**config.mk**
```make
export PLATFORM = sky130hd
export DESIGN_NAME = mem_1r1w_top
export DESIGN_NICKNAME = d
export VERILOG_FILES = /design/src/logic/mem_pkg.sv /design/src/logic/bank_if.sv /design/src/logic/bank_array.sv /design/src/logic/map_table.sv /design/src/logic/remap_ctrl.sv /design/src/logic/mem_1r1w_top.sv
export SDC_FILE = /design/constraint.sdc
export NUM_CORES = 1
export LEC_CHECK = 0
export ABC_CLOCK_PERIOD_IN_PS = 5700
export BUFFER_PORTS_ARGS = -buffer_cell sky130_fd_sc_hd__buf_2
export CAP_MARGIN = 25
export CORE_UTILIZATION = 35
export CTS_BUF_LIST = sky130_fd_sc_hd__clkbuf_8
export DETAILED_ROUTE_END_ITERATION = 10
export PLACE_DENSITY = 0.57
export SLEW_MARGIN = 20
export SYNTH_ARGS = -nofsm -noshare
export SYNTH_HDL_FRONTEND = slang
export SYNTH_SLANG_ARGS = --single-unit
```
**constraint.sdc**
```tcl
create_clock -name clk -period 5.7 [get_ports clk]
set_input_delay 0.285 -clock clk [delete_from_list [all_inputs] [get_ports clk]]
set_output_delay 0.285 -clock clk [all_outputs]
set_load 0.02 [all_outputs]
```
**src/logic/mem_pkg.sv**
```systemverilog
package mem_pkg;

  // default geometry of the memory
  localparam int DEF_WIDTH   = 16;  // bits per word
  localparam int DEF_NUMVBNK = 4;   // virtual banks, need not be a power of two
  localparam int DEF_NUMVROW = 8;   // rows per bank

  // where the write of the current cycle lands
  typedef enum logic {
    ROUTE_HOME  = 1'b0,  // mapped bank of the virtual bank
    ROUTE_SPARE = 1'b1   // spare bank of the row, map swaps
  } wr_route_e;

endpackage

```
**src/logic/bank_if.sv**
```systemverilog
`timescale 1ns/1ps

interface bank_if #(
  parameter int WIDTH   = 16,
  parameter int BITPBNK = 3,
  parameter int BITVROW = 3
) (
  input logic clk
);

  // write port
  logic               wr_en;
  logic [BITPBNK-1:0] wr_bank;
  logic [BITVROW-1:0] wr_row;
  logic [WIDTH-1:0]   wr_data;

  // read port, data one cycle after rd_en
  logic               rd_en;
  logic [BITPBNK-1:0] rd_bank;
  logic [BITVROW-1:0] rd_row;
  logic [WIDTH-1:0]   rd_data;

  modport ctrl (
    output wr_en, wr_bank, wr_row, wr_data,
    output rd_en, rd_bank, rd_row,
    input  rd_data
  );

  modport array (
    input  clk,
    input  wr_en, wr_bank, wr_row, wr_data,
    input  rd_en, rd_bank, rd_row,
    output rd_data
  );

endinterface

```
**src/logic/bank_array.sv**
```systemverilog
`timescale 1ns/1ps

module bank_array #(
  parameter int WIDTH   = 16,
  parameter int NUMVBNK = 4,
  parameter int NUMVROW = 8,
  localparam int NUMPBNK = NUMVBNK + 1
) (
  input logic   clk,
  bank_if.array bank
);

  // one array per physical bank, the extra one serves as spare
  logic [WIDTH-1:0] mem [NUMPBNK][NUMVROW];

  // write side
  always_ff @(posedge clk) begin
    if (bank.wr_en) begin
      mem[bank.wr_bank][bank.wr_row] <= bank.wr_data;
    end
  end

  // read side, registered output
  // ctrl never hits the bank being written in the same cycle
  always_ff @(posedge clk) begin
    if (bank.rd_en) begin
      bank.rd_data <= mem[bank.rd_bank][bank.rd_row];  // holds when idle
    end
  end

endmodule

```
**src/logic/map_table.sv**
```systemverilog
`timescale 1ns/1ps

module map_table import mem_pkg::*; #(
  parameter int NUMVBNK = 4,
  parameter int NUMVROW = 8,
  localparam int NUMPBNK = NUMVBNK + 1,
  localparam int BITVBNK = $clog2(NUMVBNK),
  localparam int BITPBNK = $clog2(NUMPBNK),
  localparam int BITVROW = $clog2(NUMVROW)
) (
  input  logic               clk,
  input  logic               rst,
  // read lookup
  input  logic [BITVROW-1:0] rd_row,
  input  logic [BITVBNK-1:0] rd_vbank,
  output logic [BITPBNK-1:0] rd_pbank,
  // write lookup and update
  input  logic [BITVROW-1:0] wr_row,
  input  logic [BITVBNK-1:0] wr_vbank,
  output logic [BITPBNK-1:0] wr_pbank,
  output logic [BITPBNK-1:0] wr_spare,
  input  wr_route_e          upd_route
);

  // entries 0..NUMVBNK-1 map virtual banks, entry NUMVBNK is the spare
  logic [BITPBNK-1:0] map [NUMVROW][NUMPBNK];

  logic               swap;
  logic [BITPBNK-1:0] new_home;  // physical bank taking the written data
  logic [BITPBNK-1:0] new_spare;

  // combinational lookups
  assign rd_pbank = map[rd_row][rd_vbank];
  assign wr_pbank = map[wr_row][wr_vbank];
  assign wr_spare = map[wr_row][NUMVBNK];

  assign swap      = (upd_route == ROUTE_SPARE);
  assign new_home  = wr_spare;
  assign new_spare = wr_pbank;  // stale copy lives here now

  always_ff @(posedge clk) begin
    if (rst) begin
      for (int r = 0; r < NUMVROW; r++) begin
        for (int b = 0; b < NUMPBNK; b++) begin
          map[r][b] <= BITPBNK'(b);  // identity
        end
      end
    end else if (swap) begin
      // exchange two entries, row stays a permutation
      map[wr_row][wr_vbank] <= new_home;
      map[wr_row][NUMVBNK]  <= new_spare;
    end
  end

endmodule

```
**src/logic/remap_ctrl.sv**
```systemverilog
`timescale 1ns/1ps

module remap_ctrl import mem_pkg::*; #(
  parameter int WIDTH   = 16,
  parameter int NUMVBNK = 4,
  parameter int NUMVROW = 8,
  localparam int NUMPBNK = NUMVBNK + 1,
  localparam int NUMADDR = NUMVBNK * NUMVROW,
  localparam int BITADDR = $clog2(NUMADDR),
  localparam int BITVBNK = $clog2(NUMVBNK),
  localparam int BITPBNK = $clog2(NUMPBNK),
  localparam int BITVROW = $clog2(NUMVROW)
) (
  input  logic               clk,
  input  logic               rst,
  // user side
  input  logic               write,
  input  logic [BITADDR-1:0] wr_adr,
  input  logic [WIDTH-1:0]   din,
  input  logic               read,
  input  logic [BITADDR-1:0] rd_adr,
  output logic               rd_vld,
  output logic [WIDTH-1:0]   rd_dout,
  // map table
  output logic [BITVROW-1:0] rd_row,
  output logic [BITVBNK-1:0] rd_vbank,
  input  logic [BITPBNK-1:0] rd_pbank,
  output logic [BITVROW-1:0] wr_row,
  output logic [BITVBNK-1:0] wr_vbank,
  input  logic [BITPBNK-1:0] wr_pbank,
  input  logic [BITPBNK-1:0] wr_spare,
  output wr_route_e          upd_route,
  // physical banks
  bank_if.ctrl               bank
);

  logic [BITVROW-1:0] wr_row_in;
  logic [BITVBNK-1:0] wr_vbank_in;
  logic [BITVROW-1:0] rd_row_in;
  logic [BITVBNK-1:0] rd_vbank_in;

  logic               write_s1;
  logic               read_s1;
  logic [WIDTH-1:0]   din_s1;
  logic               conflict;

  // split into virtual bank (mod) and row (div)
  assign wr_vbank_in = BITVBNK'(wr_adr % NUMVBNK);
  assign wr_row_in   = BITVROW'(wr_adr / NUMVBNK);
  assign rd_vbank_in = BITVBNK'(rd_adr % NUMVBNK);
  assign rd_row_in   = BITVROW'(rd_adr / NUMVBNK);

  // stage 1 strobes
  always_ff @(posedge clk) begin
    if (rst) begin
      write_s1 <= 1'b0;
      read_s1  <= 1'b0;
    end else begin
      write_s1 <= write;
      read_s1  <= read;
    end
  end

  // stage 1 payload
  always_ff @(posedge clk) begin
    wr_row   <= wr_row_in;
    wr_vbank <= wr_vbank_in;
    din_s1   <= din;
    rd_row   <= rd_row_in;
    rd_vbank <= rd_vbank_in;
  end

  // both ports would hit one physical bank
  assign conflict  = write_s1 && read_s1 && (wr_pbank == rd_pbank);
  assign upd_route = conflict ? ROUTE_SPARE : ROUTE_HOME;

  // bank commands, read keeps the mapped bank
  assign bank.wr_en   = write_s1;
  assign bank.wr_bank = (upd_route == ROUTE_SPARE) ? wr_spare : wr_pbank;
  assign bank.wr_row  = wr_row;
  assign bank.wr_data = din_s1;
  assign bank.rd_en   = read_s1;
  assign bank.rd_bank = rd_pbank;
  assign bank.rd_row  = rd_row;

  // stage 2, bank data is already registered
  always_ff @(posedge clk) begin
    if (rst) begin
      rd_vld <= 1'b0;
    end else begin
      rd_vld <= read_s1;
    end
  end

  assign rd_dout = bank.rd_data;

endmodule

```
**src/logic/mem_1r1w_top.sv**
```systemverilog
`timescale 1ns/1ps

module mem_1r1w_top import mem_pkg::*; #(
  parameter int WIDTH   = DEF_WIDTH,
  parameter int NUMVBNK = DEF_NUMVBNK,
  parameter int NUMVROW = DEF_NUMVROW,
  localparam int NUMPBNK = NUMVBNK + 1,
  localparam int NUMADDR = NUMVBNK * NUMVROW,
  localparam int BITADDR = $clog2(NUMADDR),
  localparam int BITVBNK = $clog2(NUMVBNK),
  localparam int BITPBNK = $clog2(NUMPBNK),
  localparam int BITVROW = $clog2(NUMVROW)
) (
  input  logic               clk,
  input  logic               rst,
  input  logic               write,
  input  logic [BITADDR-1:0] wr_adr,
  input  logic [WIDTH-1:0]   din,
  input  logic               read,
  input  logic [BITADDR-1:0] rd_adr,
  output logic               rd_vld,
  output logic [WIDTH-1:0]   rd_dout
);

  logic [BITVROW-1:0] rd_row;
  logic [BITVBNK-1:0] rd_vbank;
  logic [BITPBNK-1:0] rd_pbank;
  logic [BITVROW-1:0] wr_row;
  logic [BITVBNK-1:0] wr_vbank;
  logic [BITPBNK-1:0] wr_pbank;
  logic [BITPBNK-1:0] wr_spare;
  wr_route_e          upd_route;

  bank_if #(
    .WIDTH   (WIDTH),
    .BITPBNK (BITPBNK),
    .BITVROW (BITVROW)
  ) bank_bus (
    .clk (clk)
  );

  remap_ctrl #(
    .WIDTH   (WIDTH),
    .NUMVBNK (NUMVBNK),
    .NUMVROW (NUMVROW)
  ) remap_ctrl_inst (
    .clk       (clk),
    .rst       (rst),
    .write     (write),
    .wr_adr    (wr_adr),
    .din       (din),
    .read      (read),
    .rd_adr    (rd_adr),
    .rd_vld    (rd_vld),
    .rd_dout   (rd_dout),
    .rd_row    (rd_row),
    .rd_vbank  (rd_vbank),
    .rd_pbank  (rd_pbank),
    .wr_row    (wr_row),
    .wr_vbank  (wr_vbank),
    .wr_pbank  (wr_pbank),
    .wr_spare  (wr_spare),
    .upd_route (upd_route),
    .bank      (bank_bus.ctrl)
  );

  map_table #(
    .NUMVBNK (NUMVBNK),
    .NUMVROW (NUMVROW)
  ) map_table_inst (
    .clk       (clk),
    .rst       (rst),
    .rd_row    (rd_row),
    .rd_vbank  (rd_vbank),
    .rd_pbank  (rd_pbank),
    .wr_row    (wr_row),
    .wr_vbank  (wr_vbank),
    .wr_pbank  (wr_pbank),
    .wr_spare  (wr_spare),
    .upd_route (upd_route)
  );

  bank_array #(
    .WIDTH   (WIDTH),
    .NUMVBNK (NUMVBNK),
    .NUMVROW (NUMVROW)
  ) bank_array_inst (
    .clk  (clk),
    .bank (bank_bus.array)
  );

endmodule

```
==> impl_metrics.py <==
metrics = {
    "outcome": {
        "status": "complete, no violations",
    },
    "final_layout": {
        "nNetsFinal": 2243,
        "drive_gt1_share_pct": 22.22,
        "final_cell_mix": "edfxtp_1, mux2i_1, nand2_1, clkbuf_8, nor2_1",
        "final_common_cell": "edfxtp_1",
        "area_growth_pct": 15.01,
        "fillers": 8622,
    },
    "timing": {
        "period_needed_ns": 5.059,
        "fmax_mhz": 197.7,
        "setup_viol": 0,
        "finalHoldViolCount": 0,
        "relSlewSlack_pct": 31.10,
        "final.setup_skew_ns": 0.05316,
        "tns_ns": 0,
        "rsz0062_at_grt": "false",
        "slew_viol_final": 0,
        "worst_pin_slew_ns": 1.034,
        "period_share_pct": 88.76,
    },
    "floorplan": {
        "die_w_um": 311.7,
        "rows": 113,
        "ioPinCount": 47,
        "die-area_um2": 97130,
        "core_area_um2": 95010,
        "initial_core_util_pct": 35.32,
        "die_h_um": 311.7,
    },
    "synth": {
        "avgSynthCellArea_um2": 16.52,
        "synth-seq-cells": 805,
        "synth-seq-area-share_pct": 71.16,
        "syn_nets": 2062,
        "synth_edf_count": 776,
        "ys_types": 75,
        "synth_top_area_share_pct": 69.43,
        "syn_area_um2": 33560,
        "yosys_warnings": 0,
        "synth_top_cell_by_area": "edfxtp_1",
        "synth_async_sr_flop_share_pct": 0,
        "yosys_most_used_dff": "edfxtp_1",
        "synth_cells": 2032,
        "ys_top_cells_by_area": "edfxtp_1, mux2i_1, mux4_2",
    },
    "setup_path": {
        "cp.arrival_ns": 5.56,
        "cp_slowest_stage_delay_ns": 0.95,
        "crit_path_start_kind": "flop",
        "critical_path_class": "reg2reg",
        "crit_path_end_kind": "flop",
        "cp_max_fo": 17,
        "ff2ff_setup_slack_ns": 0.64,
        "worstReg2RegEnd": "map_table_inst.map[3][7]",
        "worstRegToRegCells": 8,
        "cp_slowest_cell": "nor3_4",
        "cp.required_ns": 6.20,
        "cp_cell_sequence": "inv_1 > o2bb2ai_1 > a221oi_1 > mux4_2 > xnor2_1 > nand4_1 > nor3_4 > nand3_1",
        "reg2reg_from": "remap_ctrl_inst.bank.wr_row[2]",
    },
    "cts": {
        "cts_root_buffer": "clkbuf_8",
        "cts.repair.resized": 0,
        "holdBufCountCts": 31,
        "cts_tree": "done",
        "clock-sinks": 805,
        "cts_made_buffers": 140,
        "clk_path_buf_depth": 3,
        "cts_setup_buffers": 0,
        "cts_max_level": 4,
        "clkLatencyLatePin_ns": 0.82,
        "clkTransAtPathRegs_ns": 0.06,
    },
    "route": {
        "num_vias": 19642,
        "firstDrtPassIters": 5,
        "wl_per_cell_um": 26.20,
        "drc_errors": 0,
        "vias_per_cell": 5.474,
        "drt_iter0_drc": 2141,
        "antenna_left": 0,
        "drt-total-wl_um": 94000,
    },
    "min_path": {
        "hold_end": "remap_ctrl_inst.bank.wr_data[1]",
        "hp-class": "in2reg",
        "hp-start": "din[1]",
        "min_path_cells": 2,
    },
    "global_routing": {
        "grtUsageTotal_pct": 19.32,
        "gr-total-overflow": 0,
        "grt_max_degree": 82,
        "grt_antenna_before_repair": 2,
        "grt_pass1_vias": 19527,
        "grt_pass1_wl_um": 135600,
    },
    "power_and_ir_drop": {
        "vdd_drop_max_mv": 0.1864,
        "powerDensity_nw_per_um2": 332.6,
        "total_power_uw": 12840,
        "leakage_uw": 0.01296,
    },
    "place": {
        "dp.final_hpwl_um": 58420,
        "gp_congestion": 0.9044,
        "io_buffers": 46,
    },
    "run": {
        "cap_violations": 0,
    },
}
metal layers:
metal / GRT usage, % / vias up / wire, µm
li1: - / 8395 / -
met1: 26.25 / 10095 / 38960
met2: 29.78 / 959 / 43550
met3: 4.632 / 193 / 8322
met4: 7.832 / 0 / 3169
met5: 0 / - / 0
power by group:
group,internal [µW],switching (µW)
combinational,432,788
sequential,6550,54.3
clock,2580,2430
Yosys cell counts, drive strengths merged (18+ instances only):
master and count:
a21oi 21, clkbuf 49, nand3 91, nor3 46, o21ai 74, buf 85
nor3b 19, nand2 161, mux2 18, edfxtp 776, mux4 100, mux2i 250
dfxtp 29, nor2 113
worst max path at each step:
stage / slack (ns) / from / cells after the start / endpoint
CTS: 0.72 / remap_ctrl_inst.bank.wr_row[2] / 8 / map_table_inst.map[1][7]
global placement: 0.67 / remap_ctrl_inst.bank.wr_row[1] / 7 / bank_array_inst.mem[2][37]
floorplan: 1.39 / remap_ctrl_inst.bank.rd_row[1] / 11 / bank_array_inst.mem[1][100]
global route: 0.38 / remap_ctrl_inst.bank.wr_row[2] / 8 / map_table_inst.map[6][7]
finish: 0.64 / remap_ctrl_inst.bank.wr_row[2] / 8 / map_table_inst.map[3][7]
detailed placement: 0.71 / remap_ctrl_inst.bank.wr_row[2] / 8 / map_table_inst.map[1][7]
worst max-delay path, delay by kind of cell (launching register included):
kind                   cells  cell delay [ns]
multiplexers               1             0.68
AO/OA/AOI/OAI              2             0.41
buffers and inverters      1             0.55
flip-flops                 1             0.84
XOR/XNOR                   1             0.35
AND/OR/NAND/NOR            3             1.92
stage by stage:
stage	cells	cell area (µm²)	setup slack, ns	hold slack [ns]	utilization, %
floorplan	2032	33560	1.388	0.3127	-
finish	3588	38600	0.6407	0.1060	40.63
global placement	3305	35650	0.6664	0.3874	37.52
global route	3588	38600	0.3839	0.06478	40.63
CTS	3587	38600	0.7240	0.02848	40.62
detailed placement	3305	35660	0.7116	0.3886	37.53
kinds of logic after synthesis:
group	synth area share, %
flops	71.16
simple gates	7.236
mux	14.81
compound gates	4.280
buf+inv	2.338
xor+xnor	0.1752
flip-flops by register name (all words and copies together) (netlist names):
signal / count
remap_ctrl_inst.bank.wr_en: 1
bank_array_inst.bank.rd_data: 16
remap_ctrl_inst.bank.wr_data: 16
remap_ctrl_inst.bank.rd_row: 3
remap_ctrl_inst.bank.rd_en: 1
map_table_inst.map: 120
remap_ctrl_inst.bank.wr_row: 3
bank_array_inst.mem: 640
remap_ctrl_inst.wr_vbank: 2
remap_ctrl_inst.rd_vbank: 2
remap_ctrl_inst.rd_vld: 1
layout make-up:
type                    instances  area [µm²]  share of cell area [%]
flip-flops and latches        805       23890                   61.90
multi-input cells            1083        9144                   23.69
clock buffers                 142        1954                   5.063
well taps                    1265        1583                   4.100
repair buffers                173        1311                   3.397
clock inverters               109       674.4                   1.747
inverters                      10       37.54                 0.09724
diodes                          1       2.502                0.006483
No activity file was read; power rests on OpenSTA's default activity.
